--- src/hdl/asic_pkg.sv ---
// Shared widths and constants; the RAM is 1 MB, so page numbers stop at 31 and the ROM sits in page 16
package asic_pkg;

	// ==================================================
	// Bus widths
	// ==================================================
	localparam int CPU_ADDR_W = 16;
	localparam int DATA_W     = 8;
	localparam int RAM_ADDR_W = 20;

	// 16 KB page number within the 1 MB RAM
	typedef logic [4:0] page_t;

	// ROM0 and ROM1 share this page, split by CPU address bit 15
	localparam page_t ROM_PAGE = 5'd16;

	// ==================================================
	// I/O port numbers (low byte of the CPU address)
	// ==================================================
	localparam logic [7:0] PORT_LPTD = 8'hE8;
	localparam logic [7:0] PORT_LPTS = 8'hE9;
	localparam logic [7:0] PORT_STAT = 8'hF9;
	localparam logic [7:0] PORT_LMPR = 8'hFA;
	localparam logic [7:0] PORT_HMPR = 8'hFB;
	localparam logic [7:0] PORT_MIDI = 8'hFD;
	localparam logic [7:0] PORT_BRDR = 8'hFE;

	// ==================================================
	// MIDI and audio
	// ==================================================
	// One byte time in 1 MHz ticks (10 bits at 31.25 kbaud)
	localparam int MIDI_BYTE_TICKS = 320;
	// Interrupt raised this many ticks before the byte ends
	localparam int MIDI_INT_TICK   = 15;

	localparam int AUDIO_W = 16;

endpackage
--- src/hdl/asic_ports.sv ---
// Port numbers use only cpu_addr[7:0]; strobes are single-cycle and the read value lags io_rd by one cycle
module asic_ports
	import asic_pkg::*;
(
	input  logic                  clk_sys,
	input  logic                  reset,

	input  logic [CPU_ADDR_W-1:0] cpu_addr,
	input  logic [DATA_W-1:0]     cpu_wdata,
	input  logic                  io_wr,
	input  logic                  io_rd,

	input  logic                  int_midi,

	output logic [DATA_W-1:0]     lmpr,
	output logic [DATA_W-1:0]     hmpr,
	output logic                  ear,
	output logic [3:0]            border_color,

	output logic                  midi_wr,
	output logic                  lptd_wr,
	output logic                  lpts_wr,

	output logic [DATA_W-1:0]     io_rdata,
	output logic                  io_rvalid
);

	logic [7:0]        port;
	logic [DATA_W-1:0] brdr;
	logic [DATA_W-1:0] rd_value;

	assign port = cpu_addr[7:0];

	// ==================================================
	// Write decode
	// ==================================================
	always_ff @(posedge clk_sys) begin
		if (reset) begin
			lmpr <= '0;
			hmpr <= '0;
			brdr <= '0;
		end else if (io_wr) begin
			if (port == PORT_LMPR)
				lmpr <= cpu_wdata;
			if (port == PORT_HMPR)
				hmpr <= cpu_wdata;
			if (port == PORT_BRDR)
				brdr <= cpu_wdata;
		end
	end

	// Strobes to MIDI timer and DAC, same cycle as io_wr
	assign midi_wr = io_wr && (port == PORT_MIDI);
	assign lptd_wr = io_wr && (port == PORT_LPTD);
	assign lpts_wr = io_wr && (port == PORT_LPTS);

	// Bit 3 is MIC, not used on this machine
	assign border_color = {brdr[5], brdr[2:0]};
	assign ear          = brdr[4];

	// ==================================================
	// Read mux
	// ==================================================
	always_comb begin
		case (port)
			PORT_LMPR: rd_value = lmpr;
			PORT_HMPR: rd_value = hmpr;
			// Status is active low, only the MIDI bit is live
			PORT_STAT: rd_value = {3'b111, ~int_midi, 4'b1111};
			// Parallel ports have no printer behind them
			PORT_LPTD,
			PORT_LPTS: rd_value = '0;
			default:   rd_value = '1;
		endcase
	end

	always_ff @(posedge clk_sys) begin
		if (reset) begin
			io_rvalid <= 1'b0;
			io_rdata  <= '0;
		end else begin
			io_rvalid <= io_rd;
			if (io_rd)
				io_rdata <= rd_value;
		end
	end

endmodule

--- config.mk ---
export PLATFORM = sky130hd
export DESIGN_NAME = asic_ports
export DESIGN_NICKNAME = d
export VERILOG_FILES = /design/src/hdl/asic_pkg.sv /design/src/hdl/asic_ports.sv
export SDC_FILE = /design/constraint.sdc
export NUM_CORES = 1
export LEC_CHECK = 0
export ABC_AREA = 1
export BUFFER_PORTS_ARGS = -buffer_cell sky130_fd_sc_hd__buf_2
export CAP_MARGIN = 20
export CORE_ASPECT_RATIO = 1.4
export CORE_UTILIZATION = 46
export DETAILED_ROUTE_END_ITERATION = 6
export HOLD_SLACK_MARGIN = 0.02
export PLACE_DENSITY = 0.79
export SLEW_MARGIN = 20
export SYNTH_ARGS = -nofsm -noshare
export SYNTH_HDL_FRONTEND = slang
export SYNTH_SLANG_ARGS = --single-unit
--- constraint.sdc ---
create_clock -name clk_sys -period 1 [get_ports clk_sys]
set_input_delay 0.05 -clock clk_sys [delete_from_list [all_inputs] [get_ports clk_sys]]
set_output_delay 0.05 -clock clk_sys [all_outputs]
set_load 0.01 [all_outputs]
# ---- Word-level counts from Yosys, hierarchy flattened
# Index checks and enable logic that the tools add are counted.
dict set report word_totals {
  word_cells 21
  out_inout_bits 33
  reg_bits 31
}
dict set report op_classes {
  reduce_logical 7
  n_mux 1
  n_eq_ne 7
  n_bitwise 1
}
# cell count
set op_table {}
lappend op_table {{equality test 8 bit (second input constant)} 7}
lappend op_table {{one-hot mux 8 bit (4 select lines)} 1}
lappend op_table {{AND reduction 2 bit} 3}
lappend op_table {{logical AND 1 bit} 3}
lappend op_table {{OR reduction 2 bit} 1}
lappend op_table {{inverter 1 bit} 1}

# ---- Logic depth before layout (Yosys ltp)
# Gate-level depths: netlist of run 1.
dict set report depth {
  word_depth 3
  depth_mapped 8
  ltp_nobuf 8
}

# ---- Worst setup path before layout of run 1
# OpenSTA, ideal clock, no wires.
dict set report synth_timing {
  kind {in2reg}
  from {in cpu_addr[2]}
  to {reg lmpr[4]}
  slack_ps 49
  n_path_buf 1
  setup_time_ps 119
  stages 7
  arrival_ps 831
  path_cell_list {inv_2 nand2_2 nor2_4 nand3_2 buf_2 o21ai_1 a21oi_1}
}
dict set report synth_via {
  elab_chain_len 2
}
# item line_no
set synth_lines {}
lappend synth_lines {{start, declared} asic_ports.sv:8} ;# input logic [CPU_ADDR_W-1:0] cpu_addr,
lappend synth_lines {{equality test 8 bit} asic_ports.sv:43} ;# if (port == PORT_LMPR)
lappend synth_lines {{AND reduction 2 bit (no source line)} -}
lappend synth_lines {{end signal, assigned} asic_ports.sv:44} ;# lmpr <= cpu_wdata;
lappend synth_lines {{end, declared} asic_ports.sv:15} ;# output logic [DATA_W-1:0] lmpr,
# Every way passes these cells.
# A chain may end at the register's enable or synchronous reset.

# ---- Worst setup path after layout of run 1
dict set report layout_timing {
  from {in cpu_addr[4]}
  to {out midi_wr}
}
dict set report layout_via {
  elab_chain_len 2
}
# item line_no
set layout_lines {}
lappend layout_lines {{equality test 8 bit} asic_ports.sv:53} ;# assign midi_wr = io_wr && (port == PORT_MIDI);
lappend layout_lines {{logical AND 1 bit} asic_ports.sv:53}
lappend layout_lines {{end, declared} asic_ports.sv:20} ;# output logic midi_wr,
# Every way passes these cells.

==> impl_metrics.env, run 1 <==
export IMPL_cts_tree="built"
export IMPL_cpPeakStageDelay_ns=0.21
export IMPL_fin_util_pct=71.8
export IMPL_vias=1521
export IMPL_die_area_mm2=0.00320
export IMPL_cts_buffer_depth=2
export IMPL_cp_required_ns=0.95
export IMPL_clock_skew_ns=0.00365
export IMPL_core_mm2=0.00285
export IMPL_cp_arrival_ns=0.89
export IMPL_io_pin_count=62
export IMPL_clk_insertion_delay_late_ns=0.30
export IMPL_maxCapViolCount=0
export IMPL_reg2regPathDepth=4
export IMPL_cts_root_buf="clkbuf_8"
export IMPL_setup_viol=0
export IMPL_wire_per_inst_um=12.7
export IMPL_start_kind="primary input"
export IMPL_hold_slack_ns=0.0218
export IMPL_fin_crit_ns=0.940
export IMPL_place_inst=294
export IMPL_layout_nets=299
export IMPL_drc=0
export IMPL_start_util_pct=48.0
export IMPL_yosysSeqAreaShare_pct=43.9
export IMPL_portBuffers=53
export IMPL_yosys_warnings=0
export IMPL_cp_num_cells=7
export IMPL_synth_area_mm2=0.00137
export IMPL_hold_path_class="primary input to flop"
export IMPL_die_w_um=48.1
export IMPL_critical_path_buf_inv_count=3
export IMPL_htree_num_levels=2
export IMPL_grt_pass1_vias=1260
export IMPL_overflow=0
export IMPL_numCtsBuffers=5
export IMPL_avgSynthCellArea_um2=7.24
export IMPL_ys_seq_elements=30
export IMPL_grt_pass1_wl_um=5310
export IMPL_drt_first_pass_iters=4
export IMPL_track_usage_pct=23.9
export IMPL_die_height_um=66.5
export IMPL_critPathMostFrequentCell="buf_2"
export IMPL_totalWireLength_um=3910
export IMPL_ys_types=19
export IMPL_postSynthCellCount=189
export IMPL_relSlewSlack_pct=83.6
export IMPL_viasPerCell=4.94
export IMPL_tightest_slew_ns=0.245
export IMPL_drv_slew=0
export IMPL_whs_path_depth=3
export IMPL_syn_nets=218
export IMPL_crit_type="primary input to output pin"
export IMPL_gp_congestion=0.850
export IMPL_detail_route_antenna_nets=0
export IMPL_ir_drop_mv=1.22
export IMPL_power_density_mw_per_mm2=1250
export IMPL_dp_hpwl_um=2560
export IMPL_antenna_found_initial=0
export IMPL_finalCritPeriodShare_pct=94.0
export IMPL_p_leak_uw=0.000964
export IMPL_outcome="complete, no violations"
export IMPL_slowest_stage="nor2_4"
export IMPL_hold_viol=0
export IMPL_grt_max_degree=30
export IMPL_cp_end_kind="output pin"
export IMPL_crit_fanout=6
export IMPL_final_cell_count_no_fill=308
export IMPL_rows=23
export IMPL_antennaDiodeCount=0
export IMPL_clkTransAtPathRegs_ns=0.07
export IMPL_syn2layout_area_growth_pct=49.6
export IMPL_drtIter0Drc=36
export IMPL_path_delay_family="simple AND/OR/NAND/NOR gates"
export IMPL_setup_ws_ns=0.0601
export IMPL_drive_gt1_share_pct=39.9
export IMPL_cts_sinks=30
export IMPL_dp_worst_setup_slack_ns=-0.114
export IMPL_fmax_mhz=1060
export IMPL_path_cells="buf_2 -> nand2_1 -> nor2_4 -> buf_4 -> nand2_2 -> nor2_1 -> buf_2"
-- cell usage after synthesis, drive strengths merged --
cell / instances / area (µm²)
nand3: 28 / 150
a21oi: 18 / 93.8
buf: 4 / 32.5
o21ai: 29 / 145
nand3b: 1 / 7.51
clkbuf: 4 / 15.0
nor3: 1 / 5.00
nand4: 1 / 6.26
nor2: 36 / 165
dfxtp: 30 / 601
inv: 25 / 93.8
nand2: 12 / 52.6
-- placed cells by master (no fill, tap or decap), drive strengths merged --
cell type,Yosys,layout
nor2,36,36
clkinvlp,0,1
inv,25,25
nand3,28,28
nand4,1,1
nand2,12,12
nor3,1,1
a21oi,18,18
clkbuf,4,7
dfxtp,30,30
clkinv,0,2
o21ai,29,29
dlygate4sd3,0,2
buf,4,78
nand3b,1,1
-- state kept, by name (all words and copies together) (netlist names) --
register and cells:
brdr 5, io_rvalid 1, io_rdata 8, hmpr 8, lmpr 8
-- report_power, final --
part | total, µW | switching (µW) | internal (µW)
Combinational | 330 | 173 | 157
Clock | 997 | 510 | 487
Sequential | 1230 | 11.4 | 1220
Total | 2560 | 694 | 1870
-- worst register-to-register path, cell delays in order, from the launching register on --
cell and delay (ns):
dfxtp_1 0.34, nand3_1 0.12, nand3_1 0.10, nor2_1 0.10, nor2_1 0.04
-- kinds of logic after synthesis --
logic type	Yosys count	share of synthesized area [%]
AND/OR/NAND/NOR	79	28.3
AO/OA/AOI/OAI	47	17.5
buffers and inverters	33	10.3
flip-flops	30	43.9
-- timing repair --
action | 4_1_cts | 5_1_grt
gates cloned | 0 | 2
endpoints found under the hold margin | 2 | 0
buffers inserted | 0 | 4
endpoints found under the setup margin | 1 | 12
resized for setup | 2 | 11
hold buffers | 2 | 0
pin swaps | 0 | 5
-- final timing paths --
kind / from / slack [ns] / end
worst max-delay path: cpu_addr[4] / 0.06 / midi_wr
worst min-delay path: cpu_wdata[2] / 0.02 / brdr[2]
worst max register to register: hmpr[2] / 0.20 / io_rdata[2]
worst min register to register: hmpr[0] / 0.47 / hmpr[0]
-- area by class of cell --
type	instances	area, µm²
Clock buffer	5	68.8
Clock inverter	3	21.3
Fill cell	249	803
Inverter	25	96.3
Multi-Input combinational cell	126	658
Sequential cell	30	601
Tap cell	37	46.3
Timing Repair Buffer	82	554
-- through the flow --
| stage | power, µW | area (µm²) | setup TNS (ns) |
|---|---|---|---|
| 2_1_floorplan | 1390 | 1370 | 0 |
| 3_3_place_gp | 1530 | 1830 | -1.76 |
| 3_5_place_dp | 1530 | 1830 | -2.27 |
| 4_1_cts | 2520 | 1950 | 0 |
| 5_1_grt | 2670 | 2050 | -0.0115 |
| 6_report | 2560 | 2050 | 0 |
-- metal layers --
| layer | part of all wire, % | global-route usage [%] | up-vias |
|---|---|---|---|
| met3 | 4.4 | 7.32 | 9 |
| li1 | - | - | 786 |
| met2 | 54 | 40.0 | 41 |
| met4 | 1.6 | 10.8 | 0 |
| met1 | 40 | 26.4 | 685 |
| met5 | 0 | 0 | - |
No activity file was read; power rests on OpenSTA's default activity.
==> inputs of run 2 (changes only) <==
--- a/config.mk
+++ b/config.mk
@@ -9,10 +9,10 @@
 export BUFFER_PORTS_ARGS = -buffer_cell sky130_fd_sc_hd__buf_2
 export CAP_MARGIN = 20
 export CORE_ASPECT_RATIO = 1.4
-export CORE_UTILIZATION = 46
+export CORE_UTILIZATION = 41
 export DETAILED_ROUTE_END_ITERATION = 6
 export HOLD_SLACK_MARGIN = 0.02
-export PLACE_DENSITY = 0.79
+export PLACE_DENSITY = 0.74
 export SLEW_MARGIN = 20
 export SYNTH_ARGS = -nofsm -noshare
 export SYNTH_HDL_FRONTEND = slang
==> constraint.sdc (replaced) <==
create_clock -name clk_sys -period 0.82 [get_ports clk_sys]
set_input_delay 0.041 -clock clk_sys [delete_from_list [all_inputs] [get_ports clk_sys]]
set_output_delay 0.041 -clock clk_sys [all_outputs]
set_load 0.01 [all_outputs]
==> impl_metrics.env, run 2 (synthesis results as in run 1) <==
export IMPL_outcome="finished, violations left"
export IMPL_violations="setup timing"
export IMPL_crit_fanout=8
export IMPL_setup_viol=16
export IMPL_maxCapViolCount=0
export IMPL_fin_crit_ns=0.897
export IMPL_power_density_mw_per_mm2=1350
export IMPL_drt_first_pass_iters=4
export IMPL_vias=1586
export IMPL_clock_skew_ns=0.00504
export IMPL_cts_buffer_depth=2
export IMPL_grt_max_degree=30
export IMPL_nFillCells=225
export IMPL_tightest_slew_ns=0.260
export IMPL_cp_end_kind="flop"
export IMPL_drc=0
export IMPL_wire_per_inst_um=13.4
export IMPL_ir_drop_mv=1.42
export IMPL_clk_insertion_delay_late_ns=0.28
export IMPL_min_delay_start="cpu_wdata[1]"
export IMPL_core_mm2=0.00315
export IMPL_overflow=0
export IMPL_cts_tree="built"
export IMPL_finalCritPeriodShare_pct=109
export IMPL_cp_required_ns=1.02
export IMPL_holdPathEnd="brdr[1]"
export IMPL_dp_worst_setup_slack_ns=-0.369
export IMPL_multi_input_area_um2=801
export IMPL_totalWireLength_um=4220
export IMPL_fmax_mhz=1110
export IMPL_die_area_mm2=0.00357
export IMPL_drive_gt1_share_pct=53.4
export IMPL_cts_sinks=30
export IMPL_track_usage_pct=23.2
export IMPL_htree_num_levels=2
export IMPL_numCtsBuffers=5
export IMPL_finalPower_uw=3240
export IMPL_relSlewSlack_pct=82.6
export IMPL_gp_congestion=0.747
export IMPL_regToRegEndpoint="io_rdata[2]"
export IMPL_die_height_um=70.3
export IMPL_antenna_found_initial=0
export IMPL_syn2layout_area_growth_pct=75.2
export IMPL_layout_nets=305
export IMPL_final_common_cell="buf_2"
export IMPL_hold_viol=0
export IMPL_antennaDiodeCount=0
export IMPL_cts_root_buf="clkbuf_8"
export IMPL_grt_pass1_vias=1525
export IMPL_io_pin_count=62
export IMPL_clkTransAtPathRegs_ns=0.06
export IMPL_rsz0062_at_grt="yes"
export IMPL_rows=24
export IMPL_hold_slack_ns=0.0325
export IMPL_final_cell_mix="buf_2 (43), nor2_1 (27), inv_1 (20), nand3_1 (20), buf_4 (20)"
export IMPL_viasPerCell=5.02
export IMPL_reg_top3="hmpr: 8 flops, io_rdata: 8 flops, lmpr: 8 flops"
export IMPL_start_util_pct=43.4
export IMPL_regArea_um2=622
export IMPL_grt_pass1_wl_um=6180
export IMPL_hold_path_class="primary input to flop"
export IMPL_whs_path_depth=3
export IMPL_crit_type="primary input to flop"
export IMPL_fin_util_pct=76.0
export IMPL_r2r_start="hmpr[2]"
export IMPL_drtIter0Drc=32
export IMPL_dp_hpwl_um=2590
export IMPL_portBuffers=53
export IMPL_detail_route_antenna_nets=0
export IMPL_r2r_setup_slack_ns=-0.04
export IMPL_reg2regPathDepth=5
export IMPL_drv_slew=0
export IMPL_cp_arrival_ns=1.10
export IMPL_setup_ws_ns=-0.0771
export IMPL_tns_ns=-0.539
export IMPL_die_w_um=50.8
export IMPL_p_leak_uw=0.00108
export IMPL_start_kind="primary input"
run 2: critical path: stages:
cell	delay, ns
buf_8	0.10
buf_12	0.13
inv_16	0.05
buf_12	0.09
nand2_8	0.04
nor2_4	0.15
buf_6	0.16
nand3_1	0.07
nand3_1	0.09
nor2_1	0.05
nor2_1	0.12
run 2: routing by layer:
layer	GRT usage [%]	vias up	wire length, µm
li1	-	797	-
met1	23.2	733	1560
met2	42.7	48	2360
met3	5.45	8	195
met4	12.0	0	108
met5	0	-	0
run 2: power by group:
part           internal [µW]  switching (µW)  total (µW)
Clock                    675             530        1210
Sequential              1490            18.8        1510
Combinational            252             269         520
run 2: worst max-delay path by stage:
stage                            from     endpoint  slack (ns)
final                     cpu_addr[0]  io_rdata[7]       -0.08
after CTS                 cpu_addr[1]      lpts_wr       -0.07
after floorplan           cpu_addr[2]      hmpr[6]       -0.06
after global placement    cpu_addr[2]      brdr[0]       -0.35
after detailed placement  cpu_addr[2]      brdr[0]       -0.37
after global routing      cpu_addr[1]      lpts_wr       -0.11
run 2: final cells by class:
class	count	share of cell area, %
clock buffer	7	3.60
timing repair buffer	88	29.4
clock inverter	1	0.209
multi-input combinational	126	33.4
sequential	30	26.0
inverter	25	5.38
tap	39	2.04
run 2: what timing repair did:
item / 4_1_cts / 5_1_grt
cloned: 0 / 1
endpoints found under the setup margin: 26 / 49
hold endpoints to repair: 2 / 0
pin swaps: 14 / 10
gates resized for setup: 34 / 51
setup buffers: 7 / 3
hold buffers: 2 / 0
run 2: metrics by stage:
step | instances | cell area (µm²)
after detailed placement | 296 | 1940
after CTS | 312 | 2190
after floorplan | 189 | 1470
after global routing | 316 | 2400
final | 316 | 2400
after global placement | 296 | 1940
==> inputs of run 3 (changes only) <==
--- a/config.mk
+++ b/config.mk
@@ -8,11 +8,13 @@
 export ABC_AREA = 1
 export BUFFER_PORTS_ARGS = -buffer_cell sky130_fd_sc_hd__buf_2
 export CAP_MARGIN = 20
+export CELL_PAD_IN_SITES_DETAIL_PLACEMENT = 0
+export CELL_PAD_IN_SITES_GLOBAL_PLACEMENT = 1
 export CORE_ASPECT_RATIO = 1.4
-export CORE_UTILIZATION = 41
+export CORE_UTILIZATION = 28
 export DETAILED_ROUTE_END_ITERATION = 6
 export HOLD_SLACK_MARGIN = 0.02
-export PLACE_DENSITY = 0.74
+export PLACE_DENSITY_LB_ADDON = 0.1
 export SLEW_MARGIN = 20
 export SYNTH_ARGS = -nofsm -noshare
 export SYNTH_HDL_FRONTEND = slang
==> impl_metrics.env, run 3 (synthesis results as in run 1) <==
export IMPL_crit_type="flop to output pin"
export IMPL_fmax_mhz=1130
export IMPL_cts_buffer_depth=2
export IMPL_antennaDiodeCount=0
export IMPL_detail_route_antenna_nets=0
export IMPL_power_density_mw_per_mm2=1230
export IMPL_clkTransAtPathRegs_ns=0.07
export IMPL_cp_arrival_ns=0.84
export IMPL_cp_required_ns=0.78
export IMPL_min_delay_start="io_rd"
export IMPL_totalWireLength_um=4770
export IMPL_reg2regPathDepth=4
export IMPL_hold_viol=0
export IMPL_htree_num_levels=2
export IMPL_clk_insertion_delay_late_ns=0.28
export IMPL_path_cells="buf_6 -> buf_6"
export IMPL_final_common_cell="buf_6"
export IMPL_gp_congestion=0.793
export IMPL_setup_ws_ns=-0.0635
export IMPL_cpPeakStageDelay_ns=0.33
export IMPL_fin_crit_ns=0.884
export IMPL_die_height_um=84.7
export IMPL_rsz0062_at_grt="yes"
export IMPL_regToRegEndpoint="io_rdata[6]"
export IMPL_grt_pass1_vias=1570
export IMPL_cts_sinks=30
export IMPL_grt_max_degree=30
export IMPL_cts_tree="built"
export IMPL_hold_slack_ns=0.0133
export IMPL_relSlewSlack_pct=84.8
export IMPL_outcome="finished, violations left"
export IMPL_antenna_found_initial=0
export IMPL_r2r_setup_slack_ns=0.02
export IMPL_clock_skew_ns=0.00515
export IMPL_overflow=0
export IMPL_dp_worst_setup_slack_ns=-0.411
export IMPL_grt_pass1_wl_um=7390
export IMPL_syn2layout_area_growth_pct=98.4
export IMPL_numCtsBuffers=5
export IMPL_vias=1598
export IMPL_rows=29
export IMPL_start_util_pct=29.7
export IMPL_critical_path_buf_inv_count=2
export IMPL_drtIter0Drc=44
export IMPL_core_mm2=0.00461
export IMPL_drive_gt1_share_pct=63.4
export IMPL_reg_top3="hmpr: 8 flops, io_rdata: 8 flops, lmpr: 8 flops"
export IMPL_critPathMostFrequentCell="buf_6"
export IMPL_wire_per_inst_um=13.7
export IMPL_finalCritPeriodShare_pct=108
export IMPL_layout_nets=315
export IMPL_drc=0
export IMPL_cp_end_kind="output pin"
export IMPL_setup_viol=6
export IMPL_tns_ns=-0.251
export IMPL_viasPerCell=4.58
export IMPL_final_cell_mix="buf_6 (37), buf_2 (30), dfxtp_2 (22)"
export IMPL_ir_drop_mv=1.16
export IMPL_cts_root_buf="clkbuf_8"
export IMPL_start_kind="flop"
export IMPL_path_delay_family="flip-flops"
export IMPL_portBuffers=53
export IMPL_slowest_stage="dfxtp_2"
export IMPL_dp_hpwl_um=3150
export IMPL_track_usage_pct=19.2
export IMPL_maxCapViolCount=0
export IMPL_io_pin_count=62
export IMPL_crit_fanout=2
export IMPL_die_area_mm2=0.00517
export IMPL_drv_slew=0
export IMPL_hold_path_class="primary input to flop"
export IMPL_whs_path_depth=3
export IMPL_die_w_um=61.1
export IMPL_r2r_start="hmpr[6]"
export IMPL_drt_first_pass_iters=4
export IMPL_p_leak_uw=0.00117
export IMPL_holdPathEnd="io_rvalid"
export IMPL_tightest_slew_ns=0.228
export IMPL_violations="setup timing"
==> run 3: timing repair <==
action,4_1_cts,5_1_grt
hold buffers,2,0
setup buffers,9,1
setup endpoints to repair,37,45
pin swaps,14,18
resized for setup,68,73
hold endpoints to repair,2,0
gates cloned,1,1
==> run 3: stage by stage <==
| step | power [µW] | instances | utilization, % | instance area (µm²) |
|---|---|---|---|---|
| floorplan | 1720 | 189 | - | 1470 |
| finish | 3330 | 349 | 58.9 | 2710 |
| global placement | 1960 | 334 | 45.5 | 2090 |
| CTS | 3300 | 347 | 53.1 | 2450 |
| detailed placement | 1960 | 334 | 45.5 | 2090 |
| global route | 3490 | 349 | 58.9 | 2710 |
==> run 3: worst register-to-register path, stage by stage, from the launching register on <==
cell and delay, ns:
dfxtp_2 0.34, nand3_1 0.08, nand3_1 0.14, nor2_2 0.11
nor2_1 0.04
==> run 3: where the power goes <==
group          leakage [µW]  switching (µW)  internal, µW
clock             0.0000472             598           674
sequential         0.000256            15.3          1490
combinational      0.000865             283           272
total               0.00117             896          2430
==> run 3: layout make-up <==
cell class,instances,area (µm²)
Inverter,25,131
Multi-Input combinational cell,127,881
Sequential cell,30,636
Fill cell,474,1900
Tap cell,62,77.6
Clock buffer,6,82.6
Timing Repair Buffer,97,892
Clock inverter,2,12.5
==> run 3: layer usage <==
layer / global-route usage (%) / up-vias / wire [µm]
met5: 0 / - / 0
met4: 4.34 / 0 / 37
met3: 4.78 / 4 / 156
met2: 34.9 / 34 / 2690
met1: 21.6 / 740 / 1880
li1: - / 820 / -
==> run 3: how the worst max path moves through the flow <==
stage,from,end,slack (ns),depth (start not counted)
floorplan,cpu_addr[2],hmpr[6],-0.06,7
global placement,cpu_addr[4],lmpr[6],-0.38,7
detailed placement,cpu_addr[2],lmpr[1],-0.41,8
CTS,hmpr[5],hmpr[5],-0.06,2
global route,cpu_addr[0],lmpr[3],-0.1,7
finish,lmpr[2],lmpr[2],-0.06,2
